### src/dec_settings.svh
/*
 Build-time settings of the decode stage.
 DEC_QUEUE_DEPTH must be 2 or more. Fetch starts with that many credits.
 DEC_M_EXT set to 0 makes all RV32M encodings illegal.
*/
`ifndef DEC_SETTINGS_SVH
`define DEC_SETTINGS_SVH

// Instruction queue entries, also the fetch credits after reset
`define DEC_QUEUE_DEPTH 4

// Credits held toward execute after reset
`define DEC_EX_CREDITS 2

// 1 includes the multiply/divide decoder
`define DEC_M_EXT 1

`endif

### src/dec_ctrl_pkg.sv
/*
 Decoded control encodings passed from decode to execute.
 Encodings are internal to the core and not tied to the ISA bits,
 except md_op_e which follows funct3 of the M instructions.
*/
`default_nettype none

package dec_ctrl_pkg;

  // ALU operation
  typedef enum logic [3:0] {
    ADD,
    SUB,
    SLL,
    SLT,
    SLTU,
    XOR,
    SRL,
    SRA,
    OR,
    AND,
    PASS_B     // Operand b straight through, for LUI
  } alu_op_e;

  // Multiply/divide operation, same order as funct3
  typedef enum logic [2:0] {
    MUL,
    MULH,
    MULHSU,
    MULHU,
    DIV,
    DIVU,
    REM,
    REMU
  } md_op_e;

  // Control transfer kind
  typedef enum logic [1:0] {
    BR_NONE,
    BR_JAL,
    BR_JALR,
    BR_COND
  } branch_e;

  // System operation
  typedef enum logic [2:0] {
    SYS_NONE,
    SYS_ECALL,
    SYS_EBREAK,
    SYS_MRET,
    SYS_WFI,
    SYS_FENCEI
  } sys_op_e;

  // Memory access size
  typedef enum logic [1:0] {
    LSU_BYTE,
    LSU_HALF,
    LSU_WORD
  } lsu_size_e;

endpackage

`default_nettype wire

### src/dec_isa_pkg.sv
/*
 RV32 instruction set encodings used by the decoders.
 Only the 32-bit (uncompressed) major opcodes are listed.
*/
`default_nettype none

package dec_isa_pkg;

  //////////////////////////////////////////////////
  // Major opcodes, instr[6:0]
  //////////////////////////////////////////////////
  typedef enum logic [6:0] {
    LUI      = 7'b0110111,
    AUIPC    = 7'b0010111,
    JAL      = 7'b1101111,
    JALR     = 7'b1100111,
    BRANCH   = 7'b1100011,
    LOAD     = 7'b0000011,
    STORE    = 7'b0100011,
    OP_IMM   = 7'b0010011,
    OP       = 7'b0110011,
    MISC_MEM = 7'b0001111,   // FENCE, FENCE.I
    SYSTEM   = 7'b1110011
  } opcode_e;

  //////////////////////////////////////////////////
  // SYSTEM funct12, instr[31:20]
  //////////////////////////////////////////////////
  localparam logic [11:0] SYS_ECALL  = 12'h000;
  localparam logic [11:0] SYS_EBREAK = 12'h001;
  localparam logic [11:0] SYS_MRET   = 12'h302;
  localparam logic [11:0] SYS_WFI    = 12'h105;

  // funct7 of MUL/DIV/REM on the OP opcode
  localparam logic [6:0] FUNCT7_MULDIV = 7'b0000001;

endpackage

`default_nettype wire

### src/dec_decoder.sv
/*
 Combined decoder. The M result wins over the I result.
 A word neither decoder matches is illegal with all enables low.
 fault_i suppresses every enable, rf_we, branch, sys_op and illegal,
 so a fetch fault is reported on its own.
*/
`timescale 1ns/100ps
`include "dec_settings.svh"
`default_nettype none

module dec_decoder import dec_ctrl_pkg::*; (
  input  logic [31:0] instr_i,
  input  logic        fault_i,        // Fetch fault on this word
  output logic        alu_en_o,
  output alu_op_e     alu_op_o,
  output logic        op_b_imm_o,
  output logic        md_en_o,
  output md_op_e      md_op_o,
  output logic        rf_we_o,
  output logic [1:0]  rf_re_o,
  output logic        lsu_en_o,
  output logic        lsu_we_o,
  output lsu_size_e   lsu_size_o,
  output logic        lsu_sign_ext_o,
  output branch_e     branch_o,
  output sys_op_e     sys_op_o,
  output logic        illegal_o
);

  // I decoder results
  logic       i_match, i_alu_en, i_op_b_imm, i_rf_we, i_lsu_en, i_lsu_we, i_sign_ext;
  logic [1:0] i_rf_re;
  alu_op_e    i_alu_op;
  lsu_size_e  i_lsu_size;
  branch_e    i_branch;
  sys_op_e    i_sys_op;

  // M decoder results
  logic       m_match, m_rf_we;
  logic [1:0] m_rf_re;
  md_op_e     m_md_op;

  // Muxed, before fault suppression
  logic    alu_en, md_en, rf_we, lsu_en, lsu_we, illegal;
  branch_e branch;
  sys_op_e sys_op;

  dec_i_decoder i_decoder_inst (
    .instr_i        (instr_i),
    .match_o        (i_match),
    .alu_en_o       (i_alu_en),
    .alu_op_o       (i_alu_op),
    .op_b_imm_o     (i_op_b_imm),
    .rf_we_o        (i_rf_we),
    .rf_re_o        (i_rf_re),
    .lsu_en_o       (i_lsu_en),
    .lsu_we_o       (i_lsu_we),
    .lsu_size_o     (i_lsu_size),
    .lsu_sign_ext_o (i_sign_ext),
    .branch_o       (i_branch),
    .sys_op_o       (i_sys_op)
  );

  generate
    if (`DEC_M_EXT != 0) begin : gen_m_dec
      dec_m_decoder m_decoder_inst (
        .instr_i (instr_i),
        .match_o (m_match),
        .md_op_o (m_md_op),
        .rf_we_o (m_rf_we),
        .rf_re_o (m_rf_re)
      );
    end else begin : gen_no_m_dec
      assign m_match = 1'b0;                    // M encodings fall through to illegal
      assign m_md_op = MUL;
      assign m_rf_we = 1'b0;
      assign m_rf_re = 2'b00;
    end
  endgenerate

  //////////////////////////////////////////////////
  // Sub-decoder select
  //////////////////////////////////////////////////
  always_comb begin
    alu_en   = i_match & ~m_match & i_alu_en;
    md_en    = m_match;
    lsu_en   = i_match & ~m_match & i_lsu_en;
    lsu_we   = i_match & ~m_match & i_lsu_we;
    branch   = (i_match && !m_match) ? i_branch : BR_NONE;
    sys_op   = (i_match && !m_match) ? i_sys_op : SYS_NONE;
    illegal  = !i_match && !m_match;
    rf_we    = m_match ? m_rf_we : (i_match & i_rf_we);
    rf_re_o  = m_match ? m_rf_re : (i_match ? i_rf_re : 2'b00);
  end

  // Payload fields, only meaningful with their enable
  assign alu_op_o       = i_alu_op;
  assign op_b_imm_o     = i_op_b_imm;
  assign md_op_o        = m_md_op;
  assign lsu_size_o     = i_lsu_size;
  assign lsu_sign_ext_o = i_sign_ext;

  //////////////////////////////////////////////////
  // Fault suppression
  //////////////////////////////////////////////////
  assign alu_en_o  = fault_i ? 1'b0     : alu_en;
  assign md_en_o   = fault_i ? 1'b0     : md_en;
  assign rf_we_o   = fault_i ? 1'b0     : rf_we;
  assign lsu_en_o  = fault_i ? 1'b0     : lsu_en;
  assign lsu_we_o  = fault_i ? 1'b0     : lsu_we;
  assign branch_o  = fault_i ? BR_NONE  : branch;
  assign sys_op_o  = fault_i ? SYS_NONE : sys_op;
  assign illegal_o = fault_i ? 1'b0     : illegal;  // Fault reported instead

  // I decoder must leave all MULDIV words to the M decoder
  always_comb begin
    assert (!(i_match && m_match)) else $error("I and M decoders both matched");
  end

endmodule

`default_nettype wire

### src/dec_i_decoder.sv
/*
 RV32I base decoder, purely combinational.
 CSR instructions are not decoded and come out unmatched.
 OP words with the MUL/DIV funct7 are left unmatched for the M decoder.
*/
`timescale 1ns/100ps
`default_nettype none

module dec_i_decoder import dec_isa_pkg::*; import dec_ctrl_pkg::*; (
  input  logic [31:0] instr_i,
  output logic        match_o,         // Word is a valid RV32I instruction
  output logic        alu_en_o,
  output alu_op_e     alu_op_o,
  output logic        op_b_imm_o,      // Operand b from the immediate
  output logic        rf_we_o,
  output logic [1:0]  rf_re_o,         // [0] rs1, [1] rs2
  output logic        lsu_en_o,
  output logic        lsu_we_o,
  output lsu_size_e   lsu_size_o,
  output logic        lsu_sign_ext_o,
  output branch_e     branch_o,
  output sys_op_e     sys_op_o
);

  opcode_e     opcode;
  logic [2:0]  funct3;
  logic [6:0]  funct7;
  logic [11:0] funct12;

  assign opcode  = opcode_e'(instr_i[6:0]);
  assign funct3  = instr_i[14:12];
  assign funct7  = instr_i[31:25];
  assign funct12 = instr_i[31:20];

  // Shared funct3 map of OP and OP_IMM, funct7 handled by the caller
  function automatic alu_op_e alu_from_funct3(input logic [2:0] f3);
    case (f3)
      3'b000:  return ADD;
      3'b001:  return SLL;
      3'b010:  return SLT;
      3'b011:  return SLTU;
      3'b100:  return XOR;
      3'b101:  return SRL;
      3'b110:  return OR;
      default: return AND;
    endcase
  endfunction

  always_comb begin
    match_o        = 1'b1;
    alu_en_o       = 1'b0;
    alu_op_o       = ADD;
    op_b_imm_o     = 1'b0;
    rf_we_o        = 1'b0;
    rf_re_o        = 2'b00;
    lsu_en_o       = 1'b0;
    lsu_we_o       = 1'b0;
    lsu_size_o     = LSU_WORD;
    lsu_sign_ext_o = 1'b0;
    branch_o       = BR_NONE;
    sys_op_o       = SYS_NONE;

    case (opcode)
      LUI, AUIPC: begin
        alu_en_o   = 1'b1;
        alu_op_o   = (opcode == LUI) ? PASS_B : ADD;  // AUIPC adds to the PC
        op_b_imm_o = 1'b1;
        rf_we_o    = 1'b1;
      end
      JAL, JALR: begin
        alu_en_o   = 1'b1;                             // ALU forms the link address
        op_b_imm_o = 1'b1;
        rf_we_o    = 1'b1;
        branch_o   = (opcode == JAL) ? BR_JAL : BR_JALR;
        rf_re_o    = (opcode == JALR) ? 2'b01 : 2'b00;
        if (opcode == JALR && funct3 != 3'b000) match_o = 1'b0;
      end
      BRANCH: begin
        alu_en_o = 1'b1;
        rf_re_o  = 2'b11;
        branch_o = BR_COND;
        case (funct3)
          3'b000, 3'b001: alu_op_o = SUB;   // BEQ, BNE
          3'b100, 3'b101: alu_op_o = SLT;   // BLT, BGE
          3'b110, 3'b111: alu_op_o = SLTU;  // BLTU, BGEU
          default:        match_o  = 1'b0;
        endcase
      end
      LOAD: begin
        lsu_en_o       = 1'b1;
        rf_we_o        = 1'b1;
        rf_re_o        = 2'b01;
        lsu_size_o     = lsu_size_e'(funct3[1:0]);
        lsu_sign_ext_o = !funct3[2];          // LBU, LHU zero extend
        if (funct3[1:0] == 2'b11 || funct3 == 3'b110) match_o = 1'b0;
      end
      STORE: begin
        lsu_en_o   = 1'b1;
        lsu_we_o   = 1'b1;
        rf_re_o    = 2'b11;
        lsu_size_o = lsu_size_e'(funct3[1:0]);
        if (funct3[2] || funct3[1:0] == 2'b11) match_o = 1'b0;
      end
      OP_IMM: begin
        alu_en_o   = 1'b1;
        op_b_imm_o = 1'b1;
        rf_we_o    = 1'b1;
        rf_re_o    = 2'b01;
        alu_op_o   = alu_from_funct3(funct3);
        // Shift amounts carry funct7 in the immediate
        if (funct3 == 3'b001 && funct7 != 7'h00) match_o = 1'b0;
        if (funct3 == 3'b101) begin
          if (funct7 == 7'h20) alu_op_o = SRA;
          else if (funct7 != 7'h00) match_o = 1'b0;
        end
      end
      OP: begin
        alu_en_o = 1'b1;
        rf_we_o  = 1'b1;
        rf_re_o  = 2'b11;
        alu_op_o = alu_from_funct3(funct3);
        if (funct7 == 7'h20 && funct3 == 3'b000) alu_op_o = SUB;
        else if (funct7 == 7'h20 && funct3 == 3'b101) alu_op_o = SRA;
        else if (funct7 != 7'h00) match_o = 1'b0;      // Also FUNCT7_MULDIV
      end
      MISC_MEM: begin
        case (funct3)
          3'b000:  ;                                   // FENCE, nothing to order here
          3'b001:  sys_op_o = SYS_FENCEI;
          default: match_o  = 1'b0;
        endcase
      end
      SYSTEM: begin
        if (funct3 != 3'b000 || instr_i[19:15] != 5'd0 || instr_i[11:7] != 5'd0) begin
          match_o = 1'b0;                              // CSR access or bad fields
        end else begin
          case (funct12)
            dec_isa_pkg::SYS_ECALL:  sys_op_o = dec_ctrl_pkg::SYS_ECALL;
            dec_isa_pkg::SYS_EBREAK: sys_op_o = dec_ctrl_pkg::SYS_EBREAK;
            dec_isa_pkg::SYS_MRET:   sys_op_o = dec_ctrl_pkg::SYS_MRET;
            dec_isa_pkg::SYS_WFI:    sys_op_o = dec_ctrl_pkg::SYS_WFI;
            default:                 match_o  = 1'b0;
          endcase
        end
      end
      default: match_o = 1'b0;                         // Unknown major opcode
    endcase
  end

endmodule

`default_nettype wire

### src/dec_id_stage.sv
/*
 Decode stage top. Credit flow control on both sides.
 An entry pops when queued and an execute credit is free. The decoded
 result is registered, so ex_valid_o and if_credit_o follow one cycle
 after the pop. Execute must not return more credits than it was sent.
*/
`timescale 1ns/100ps
`include "dec_settings.svh"
`default_nettype none

module dec_id_stage import dec_ctrl_pkg::*; (
  input  logic        clk_i,
  input  logic        rst_n_i,
  // Fetch side
  input  logic        instr_valid_i,
  input  logic [31:0] instr_i,
  input  logic        instr_fault_i,
  output logic        if_credit_o,        // One pulse per popped entry
  // Execute side
  input  logic        ex_credit_i,
  output logic        ex_valid_o,
  output logic [31:0] ex_instr_o,
  output logic        ex_fault_o,
  output logic        ex_alu_en_o,
  output alu_op_e     ex_alu_op_o,
  output logic        ex_op_b_imm_o,
  output logic        ex_md_en_o,
  output md_op_e      ex_md_op_o,
  output logic        ex_rf_we_o,
  output logic [1:0]  ex_rf_re_o,
  output logic        ex_lsu_en_o,
  output logic        ex_lsu_we_o,
  output lsu_size_e   ex_lsu_size_o,
  output logic        ex_lsu_sign_ext_o,
  output branch_e     ex_branch_o,
  output sys_op_e     ex_sys_op_o,
  output logic        ex_illegal_o
);

  localparam int CRED_W = $clog2(`DEC_EX_CREDITS + 1);

  logic              q_empty, q_fault, pop;
  logic [31:0]       q_instr;
  logic [CRED_W-1:0] ex_credits;       // Free execute slots

  // Decoder outputs for the queue head
  logic       d_alu_en, d_op_b_imm, d_md_en, d_rf_we, d_lsu_en, d_lsu_we, d_sign_ext, d_illegal;
  logic [1:0] d_rf_re;
  alu_op_e    d_alu_op;
  md_op_e     d_md_op;
  lsu_size_e  d_lsu_size;
  branch_e    d_branch;
  sys_op_e    d_sys_op;

  assign pop = !q_empty && (ex_credits != '0);

  dec_instr_queue queue_inst (
    .clk_i   (clk_i),
    .rst_n_i (rst_n_i),
    .push_i  (instr_valid_i),
    .instr_i (instr_i),
    .fault_i (instr_fault_i),
    .pop_i   (pop),
    .empty_o (q_empty),
    .instr_o (q_instr),
    .fault_o (q_fault)
  );

  dec_decoder decoder_inst (
    .instr_i        (q_instr),
    .fault_i        (q_fault),
    .alu_en_o       (d_alu_en),
    .alu_op_o       (d_alu_op),
    .op_b_imm_o     (d_op_b_imm),
    .md_en_o        (d_md_en),
    .md_op_o        (d_md_op),
    .rf_we_o        (d_rf_we),
    .rf_re_o        (d_rf_re),
    .lsu_en_o       (d_lsu_en),
    .lsu_we_o       (d_lsu_we),
    .lsu_size_o     (d_lsu_size),
    .lsu_sign_ext_o (d_sign_ext),
    .branch_o       (d_branch),
    .sys_op_o       (d_sys_op),
    .illegal_o      (d_illegal)
  );

  //////////////////////////////////////////////////
  // Execute credits and valid/credit pulses
  //////////////////////////////////////////////////
  always_ff @(posedge clk_i or negedge rst_n_i) begin
    if (!rst_n_i) begin
      ex_credits  <= CRED_W'(`DEC_EX_CREDITS);
      ex_valid_o  <= 1'b0;
      if_credit_o <= 1'b0;
    end else begin
      if (pop && !ex_credit_i)      ex_credits <= ex_credits - 1'b1;
      else if (!pop && ex_credit_i) ex_credits <= ex_credits + 1'b1;
      ex_valid_o  <= pop;
      if_credit_o <= pop;                    // Queue slot freed
    end
  end

  // Output payload, loaded on pop
  always_ff @(posedge clk_i) begin
    if (pop) begin
      ex_instr_o        <= q_instr;          // Execute pulls fields and immediates
      ex_fault_o        <= q_fault;
      ex_alu_en_o       <= d_alu_en;
      ex_alu_op_o       <= d_alu_op;
      ex_op_b_imm_o     <= d_op_b_imm;
      ex_md_en_o        <= d_md_en;
      ex_md_op_o        <= d_md_op;
      ex_rf_we_o        <= d_rf_we;
      ex_rf_re_o        <= d_rf_re;
      ex_lsu_en_o       <= d_lsu_en;
      ex_lsu_we_o       <= d_lsu_we;
      ex_lsu_size_o     <= d_lsu_size;
      ex_lsu_sign_ext_o <= d_sign_ext;
      ex_branch_o       <= d_branch;
      ex_sys_op_o       <= d_sys_op;
      ex_illegal_o      <= d_illegal;
    end
  end

  // Execute returned more credits than it received
  a_ex_credit_max: assert property (@(posedge clk_i) disable iff (!rst_n_i)
    ex_credits <= CRED_W'(`DEC_EX_CREDITS));

endmodule

`default_nettype wire

### src/dec_instr_queue.sv
/*
 Circular FIFO of instruction words and fault flags.
 No full flag. Fetch credits keep pushes below DEC_QUEUE_DEPTH.
 Head entry is visible combinationally on instr_o / fault_o.
*/
`timescale 1ns/100ps
`include "dec_settings.svh"
`default_nettype none

module dec_instr_queue (
  input  logic        clk_i,
  input  logic        rst_n_i,
  input  logic        push_i,
  input  logic [31:0] instr_i,
  input  logic        fault_i,
  input  logic        pop_i,
  output logic        empty_o,
  output logic [31:0] instr_o,
  output logic        fault_o
);

  localparam int DEPTH = `DEC_QUEUE_DEPTH;
  localparam int PTR_W = $clog2(DEPTH);

  logic [31:0]      instr_mem [DEPTH];
  logic             fault_mem [DEPTH];
  logic [PTR_W-1:0] wr_ptr, rd_ptr;
  logic [PTR_W:0]   count;            // Occupancy, 0..DEPTH

  // Storage, no reset
  always_ff @(posedge clk_i) begin
    if (push_i) begin
      instr_mem[wr_ptr] <= instr_i;
      fault_mem[wr_ptr] <= fault_i;
    end
  end

  always_ff @(posedge clk_i or negedge rst_n_i) begin
    if (!rst_n_i) begin
      wr_ptr <= '0;
      rd_ptr <= '0;
      count  <= '0;
    end else begin
      if (push_i) wr_ptr <= (wr_ptr == PTR_W'(DEPTH - 1)) ? '0 : wr_ptr + 1'b1;
      if (pop_i)  rd_ptr <= (rd_ptr == PTR_W'(DEPTH - 1)) ? '0 : rd_ptr + 1'b1;
      if (push_i && !pop_i)      count <= count + 1'b1;
      else if (pop_i && !push_i) count <= count - 1'b1;
    end
  end

  assign empty_o = (count == '0);
  assign instr_o = instr_mem[rd_ptr];
  assign fault_o = fault_mem[rd_ptr];

  // Fetch sent without a credit
  a_no_push_full: assert property (@(posedge clk_i) disable iff (!rst_n_i)
    push_i |-> (count != (PTR_W+1)'(DEPTH)));

  // Stage popped with nothing queued
  a_no_pop_empty: assert property (@(posedge clk_i) disable iff (!rst_n_i)
    pop_i |-> !empty_o);

endmodule

`default_nettype wire

### src/dec_m_decoder.sv
/*
 RV32M decoder, purely combinational.
 Every funct3 value of the OP/MULDIV space is a valid instruction.
*/
`timescale 1ns/100ps
`default_nettype none

module dec_m_decoder import dec_isa_pkg::*; import dec_ctrl_pkg::*; (
  input  logic [31:0] instr_i,
  output logic        match_o,
  output md_op_e      md_op_o,
  output logic        rf_we_o,
  output logic [1:0]  rf_re_o
);

  assign match_o = (instr_i[6:0] == OP) && (instr_i[31:25] == FUNCT7_MULDIV);
  assign rf_we_o = match_o;
  assign rf_re_o = match_o ? 2'b11 : 2'b00;   // Both sources read

  // funct3 to operation
  always_comb begin
    case (instr_i[14:12])
      3'b000:  md_op_o = MUL;
      3'b001:  md_op_o = MULH;
      3'b010:  md_op_o = MULHSU;
      3'b011:  md_op_o = MULHU;
      3'b100:  md_op_o = DIV;
      3'b101:  md_op_o = DIVU;
      3'b110:  md_op_o = REM;
      default: md_op_o = REMU;
    endcase
  end

endmodule

`default_nettype wire

### config.mk
export PLATFORM = sky130hd
export DESIGN_NAME = dec_id_stage
export DESIGN_NICKNAME = d
export VERILOG_FILES = /design/src/dec_ctrl_pkg.sv /design/src/dec_isa_pkg.sv /design/src/dec_decoder.sv /design/src/dec_i_decoder.sv /design/src/dec_id_stage.sv /design/src/dec_instr_queue.sv /design/src/dec_m_decoder.sv
export VERILOG_INCLUDE_DIRS = /design/src
export SDC_FILE = /design/constraint.sdc
export NUM_CORES = 1
export LEC_CHECK = 0
export ABC_AREA = 1
export BUFFER_PORTS_ARGS = -buffer_cell sky130_fd_sc_hd__buf_2
export CAP_MARGIN = 20
export CORE_MARGIN = 2
export CORE_UTILIZATION = 45
export CTS_BUF_LIST = sky130_fd_sc_hd__clkbuf_4 sky130_fd_sc_hd__clkbuf_8
export DETAILED_ROUTE_END_ITERATION = 10
export PLACE_DENSITY = 0.73
export SLEW_MARGIN = 20
export SYNTH_ARGS = -nofsm -noshare
export SYNTH_HDL_FRONTEND = slang
export SYNTH_SLANG_ARGS = --single-unit
### constraint.sdc
create_clock -name clk_i -period 5 [get_ports clk_i]
set_input_delay 1 -clock clk_i [delete_from_list [all_inputs] [get_ports clk_i]]
set_output_delay 1 -clock clk_i [all_outputs]
set_load 0.01 [all_outputs]
## After elaboration in Yosys (flattened, before gate mapping)

Memories as Yosys holds them, arrays and structs flattened.
Cells that the tools add are included.

| word-level totals | value |
|---|---|
| register bits after elaboration | 67 |
| RAM bits | 132 |
| input port bits | 37 |
| output and inout bits | 59 |
| word-level logic and storage cells | 156 |
| memories | 2 |

| cells by class | value |
|---|---|
| $add $sub $neg | 6 |
| equal/unequal tests | 26 |
| multiplexer cells | 47 |
| bitwise logic cells | 7 |
| reductions and logical operators | 47 |

Memories:

| name | depth | bits a word | rd ports | clocked after memory_dff | write ports | RTL line | text |
|---|---|---|---|---|---|---|---|
| queue_inst.instr_mem | 4 | 32 | 1 | 0 | 1 | dec_instr_queue.sv:25 | `logic [31:0] instr_mem [DEPTH];` |
| queue_inst.fault_mem | 4 | 1 | 1 | 0 | 1 | dec_instr_queue.sv:26 | `logic fault_mem [DEPTH];` |

Operators by type and width:

| kind | count |
|---|---|
| == test 7 x 6 -> 1 bit, second input constant | 4 |
| == test 7 bit, second input constant | 4 |
| case mux 4 bit (7 select lines) | 1 |
| two-way mux 1 bit | 23 |
| case mux 3 bit (7 select lines) | 1 |
| two-way mux 4 bit | 5 |
| case mux 4 bit (4 select lines) | 1 |
| OR reduction 2 bit | 8 |
| == test 7 x 5 -> 1 bit, second input constant | 2 |
| OR reduction 7 bit | 2 |
| == test 12 x 1 -> 1 bit, second input constant | 1 |
| == test 12 x 10 -> 1 bit, second input constant | 1 |
| == test 12 x 9 -> 1 bit, second input constant | 1 |
| == test 3 bit, second input constant | 4 |
| logical AND 1 bit | 12 |
| logical NOT 12 bit | 1 |
| two-way mux 2 bit | 6 |
| two-way mux 3 bit | 4 |
| case mux 3 bit (4 select lines) | 1 |
| nonzero test 5 bit | 2 |
| case mux 1 bit (9 select lines) | 1 |
| case mux 3 bit (3 select lines) | 1 |
| == test 7 x 1 -> 1 bit, second input constant | 1 |
| == test 7 x 2 -> 1 bit, second input constant | 1 |
| other kinds (23) | 45 |

## Logic depth before layout (Yosys ltp)

An unclocked memory read counts as a cell.

| logic depth | value |
|---|---|
| depth in word-level cells | 11 |
| depth in mapped cells | 18 |
| gate-level depth less buffers | 15 |

## Modules after synthesis

A second synthesis with hierarchy kept.

| second synthesis, totals | value |
|---|---|
| cells, all modules | 734 |
| area total of the unflattened synthesis | 8717.1 um^2 |

By module, submodules not included:

| module | times used | cells each | area an instance (um^2) | seq. area each (um^2) |
|---|---|---|---|---|
| dec_instr_queue | 1 | 436 | 5881.9 | 4139.0 |
| dec_id_stage | 1 | 75 | 1869.3 | 1788.0 |
| dec_i_decoder | 1 | 162 | 688.2 | 0.0 |
| dec_decoder | 1 | 35 | 165.2 | 0.0 |
| dec_m_decoder | 1 | 26 | 112.6 | 0.0 |

## Worst setup path before layout

Ideal clock, no wire load.

| timing | value |
|---|---|
| kind | register to register |
| start | register ex_credits[1] |
| end | register ex_credits[1] |
| setup time | 0.082 ns |
| arrival | 2.610 ns |
| data required time | 4.918 ns |
| slack | 2.307 ns |
| cell stages (with the launch flop) | 7 |
| path buffers | 0 |
| clock period less this slack | 2.693 ns |
| cells stage by stage | dfstp_2 o32ai_1 inv_1 ha_1 a21oi_1 o21ai_0 xnor2_1 |

| on the way | value |
|---|---|
| cells in the longest elaborated chain, start to end | 5 |
| elaborated cells between the ends (all ways) | 10 |
| classes of those cells | add/sub (2); mux (2); reduce/logical (6) |

Ends and longest elaborated chain:

| element | RTL line | text |
|---|---|---|
| start, declared | dec_id_stage.sv:44 | `logic [CRED_W-1:0] ex_credits;` |
| start signal, assigned | dec_id_stage.sv:93 | `` ex_credits <= CRED_W'(`DEC_EX_CREDITS); `` |
| start signal, assigned | dec_id_stage.sv:97 | `if (pop && !ex_credit_i) ex_credits <= ex_credits - 1'b1;` |
| start signal, assigned | dec_id_stage.sv:98 | `else if (!pop && ex_credit_i) ex_credits <= ex_credits + 1'b1;` |
| nonzero test 2 bit * | dec_id_stage.sv:55 | `assign pop = !q_empty && (ex_credits != '0);` |
| logical AND 1 bit * | dec_id_stage.sv:55 |  |
| net pop | dec_id_stage.sv:42 | `logic q_empty, q_fault, pop;` |
| logical NOT 1 bit | dec_id_stage.sv:98 |  |
| logical AND 1 bit | dec_id_stage.sv:98 |  |
| nonzero test 2 bit (no line) | -- |  |

Mark *: on every way through the listed nets, which the timed path passes. The rest lies on a longest branch. The select of a mux whose other input is x is not followed.
A chain may end at the register's enable or synchronous reset.

## Worst setup path in the final report

| timing | value |
|---|---|
| start | register queue_inst.rd_ptr[0] |
| end | register ex_sys_op_o[2], data pin |

| on the way | value |
|---|---|
| cells in the longest elaborated chain, start to end | 11 |
| elaborated cells between the ends (all ways) | 67 |
| classes of those cells | eq/ne (22); mux (19); bitwise (1); reduce/logical (23); memory (2) |

Ends and longest elaborated chain:

| element | RTL line | text |
|---|---|---|
| start, declared | dec_instr_queue.sv:27 | `logic [PTR_W-1:0] wr_ptr, rd_ptr;` |
| start signal, assigned | dec_instr_queue.sv:45 | `if (pop_i) rd_ptr <= (rd_ptr == PTR_W'(DEPTH - 1)) ? '0 : rd_ptr + 1'b1;` |
| memory read (4 x 32 bit) | -- |  |
| nonzero test 7 bit or == test 3 x 1 -> 1 bit (tied branches) | -- |  |
| logical AND 1 bit | dec_i_decoder.sv:111 | `if (funct3 == 3'b001 && funct7 != 7'h00) match_o = 1'b0;` |
| two-way mux 1 bit | dec_i_decoder.sv:111 |  |
| two-way mux 1 bit | dec_i_decoder.sv:114 | `else if (funct7 != 7'h00) match_o = 1'b0;` |
| two-way mux 1 bit | dec_i_decoder.sv:113 | `if (funct7 == 7'h20) alu_op_o = SRA;` |
| two-way mux 1 bit | dec_i_decoder.sv:112 | `if (funct3 == 3'b101) begin` |
| case mux 1 bit (9 select lines) | dec_i_decoder.sv:63 | `case (opcode)` |
| logical AND 1 bit | dec_decoder.sv:90 | `sys_op = (i_match && !m_match) ? i_sys_op : SYS_NONE;` |
| inverter 1 bit (no line) | -- |  |
| OR reduction 2 bit (no line) | -- |  |
| end signal, assigned | dec_id_stage.sv:121 | `ex_sys_op_o <= d_sys_op;` |
| end, declared | dec_id_stage.sv:36 | `output sys_op_e ex_sys_op_o,` |

Several ways; a longest one is shown, not always the timed one.

==> flow_metrics.tcl <==
set metrics [dict create \
    status "complete, but fails checks" \
    violations "design-rule violations" \
    slew_headroom_pct 44.73 \
    crit_path_end_kind "register" \
    cts_resized 0 \
    p_per_area_nw_per_um2 604.7 \
    hold_ws_ps 370.7 \
    switching_share_pct 39.09 \
    ys_seq_area_share_pct 71.08 \
    intPower_mw 3.443 \
    num_vias 5360 \
    yosysWarnings 0 \
    p_clk_share_pct 16.2 \
    ys_types 34 \
    combPwrFrac_pct 38.4 \
    maxSlewViolCount 0 \
    fp-row-count 49 \
    finalNetCount 858 \
    post-route-period-util_pct 54.79 \
    antenna_found_initial 4 \
    p_leak_nw 3.835 \
    setup_viol 0 \
    finalHoldViolations 0 \
    clock_skew_ps 14.78 \
    dp_hpwl_mm 10.79 \
    cp_max_fo 69 \
    setup_tns_ps 0 \
    critPathKind "reg2reg" \
    ys.flop_type "edfxtp_1" \
    vias_per_cell 5.085 \
    rsz0062_at_grt "no" \
    cts.path.max_buffers 2 \
    drt_iter0_drc 411 \
    m1WireLength_mm 7.202 \
    start_kind "register" \
    cts.clk_slew.worst_paths_ps 90 \
    multi_input_area_sq_um 2016 \
    finalCriticalPeriod_ps 2740 \
    drive_gt1_share_pct 20.02 \
    syn_to_final_growth_pct 12.11 \
    synth_area_leaders "edfxtp_1 68%, nand2_1 11%, nand3_1 4.8%" \
    htree_levels 4 \
    hold_buffers 0 \
    wl_met2_mm 8.117 \
    netlist_area_sq_um 8338 \
    gr-total-overflow 0 \
    gr-usage-all-layers_pct 17.55 \
    syn_avg_cell_area_sq_um 11.68 \
    synthArstFlopShare_pct 5.025 \
    die_h_um 140.1 \
    clockRootBuffer "clkbuf_8" \
    n_fill_cell 1550 \
    grt_pass1_wl_mm 26.33 \
    min_path_type "in2async" \
    grt_pass1_vias 5136 \
    postCtsSetupBuffers 0 \
    antenna_left 0 \
    p_seq_share_pct 45.4 \
    crit_required_ps 5230 \
    synth_largest_area_cell "edfxtp_1" \
    dieArea_sq_um 19630 \
    grt_max_degree 70 \
    synth_edf_count 189 \
    drc 7 \
    routabilityCongestion 0.8612 \
    p_switching_mw 2.209 \
    vdd_ir_drop_max_uv 293.5 \
    max_cap_viol_count 0 \
    cts_made_buffers 17 \
    syn-num-nets 759 \
    start_util_pct 46.10 \
    clock_sinks 199 \
    post_drt_wl_per_cell_um 15.70 \
    core_sq_um 18090 \
    ys_ff_latch 199 \
    seqCellArea_sq_um 5928 \
    synth_cells 714 \
    clock_latency_ps 470 \
    wl_met3_um 879 \
    tightest_slew_ps 829.1 \
    cts_tree "done" \
    max_freq_mhz 365.0 \
    firstDrtPassIters 10 \
    worstPathArrival_ps 2970 \
    synth_top_area_share_pct 68.07 \
    die_w_um 140.1 \
    wl_mm 16.55 \
    top_layer "met5" \
    port_buffers 95 \
    ios 96 \
]
## sequential cells by signal, summed over array words and instances, names as in the netlist, 2 cells and up
register / flops
queue_inst.instr_mem: 128
ex_rf_re_o: 2
queue_inst.fault_mem: 4
queue_inst.wr_ptr: 2
ex_alu_op_o: 4
ex_branch_o: 2
queue_inst.rd_ptr: 2
queue_inst.count: 3
ex_credits: 2
ex_sys_op_o: 3
ex_lsu_size_o: 2
ex_instr_o: 32
ex_md_op_o: 3
## final timing paths
path	endpoint	from	cells past startpoint	slack [ps]
worst max-delay path	ex_sys_op_o[2]	queue_inst.rd_ptr[0]	14	2260
worst min-delay path	ex_valid_o	rst_n_i	1	370
worst max register to register	ex_sys_op_o[2]	queue_inst.rd_ptr[0]	14	2260
worst min register to register	queue_inst.count[2]	queue_inst.count[2]	1	490
max in group asynchronous	ex_credits[1]	rst_n_i	1	4380
min in group clk_i	queue_inst.count[2]	queue_inst.count[2]	1	490
## kinds of logic after synthesis
group                      after synthesis  share of synthesized area (%)
xor gates and xnor gates                 4                         0.4201
DFF                                    199                          71.08
AOI/OAI and AO/OA                       24                          1.666
and+or+nand+nor                        398                          20.66
muxes                                    1                         0.1350
adders and majority gates                8                          1.290
buffers and inverters                   80                          4.742
## stage by stage
stage               setup slack [ps]  total power [mW]  cells  area (sq um)  util [%]
floorplan                       2307             4.150    714          8338         -
global placement                2294             4.748   1022          8979     49.64
detailed placement              2271             4.789   1022          8979     49.64
CTS                             2245             5.696   1052          9318     51.52
global route                    1986             6.062   1054          9348     51.68
finish                          2260             5.653   1054          9348     51.68
## placed cells by master (no fill, tap or decap), drive strengths merged, types with 4 or more instances in the layout
cell    netlist  routed
edfxtp      189     189
clkbuf        0      17
nor3          5       5
nand4         6       6
ha            7       7
buf          24     104
inv          56      60
nand3        81      81
nor2         52      52
dfrtp         9       9
a21oi         5       5
o21ai        11      11
nand2       251     251
clkinv        0       6
xnor2         4       4
## worst max-delay path, stage by stage (launching register included)
cell and delay (ps):
dfrtp_2 390, buf_4 580, nand2_1 120, nand3_1 120, nand2_1 110, nand2_1 200
nor2_1 90, nand3_1 140, nand2_1 70, nor2_1 150, nor2_1 70, nor2_2 130
nand3_4 110, nand2_4 150, nor2_2 50
## power groups by stage
stage / clock network (mW) / logic, mW / registers (mW)
after floorplan: 0 / 1.42 / 2.73
after global placement: 0 / 2.14 / 2.61
after detailed placement: 0 / 2.18 / 2.61
after CTS: 0.934 / 2.18 / 2.58
after global routing: 1.00 / 2.44 / 2.62
final: 0.913 / 2.17 / 2.57
## cell usage after synthesis, drive strengths merged (4+ instances only)
| cell type | n |
|---|---|
| xnor2 | 4 |
| nand3 | 81 |
| a21oi | 5 |
| buf | 24 |
| nor2 | 52 |
| edfxtp | 189 |
| nor3 | 5 |
| nand4 | 6 |
| nand2 | 251 |
| dfrtp | 9 |
| ha | 7 |
| o21ai | 11 |
| inv | 56 |
## layer usage
metal | GRT usage (%) | vias up
li1 | - | 2624
met1 | 22.47 | 2550
met2 | 29.32 | 148
met3 | 4.308 | 32
met4 | 6.380 | 6
met5 | 0 | -
## area by class of cell
cell class	count	area share, %
antenna	1	0.02677
clock buffer	17	2.503
clock inverter	13	1.124
inverter	56	2.275
multi-input combinational	435	21.56
sequential	199	63.42
tap	229	3.065
timing repair buffer	104	6.023
Power figures use the tool's default switching activity.
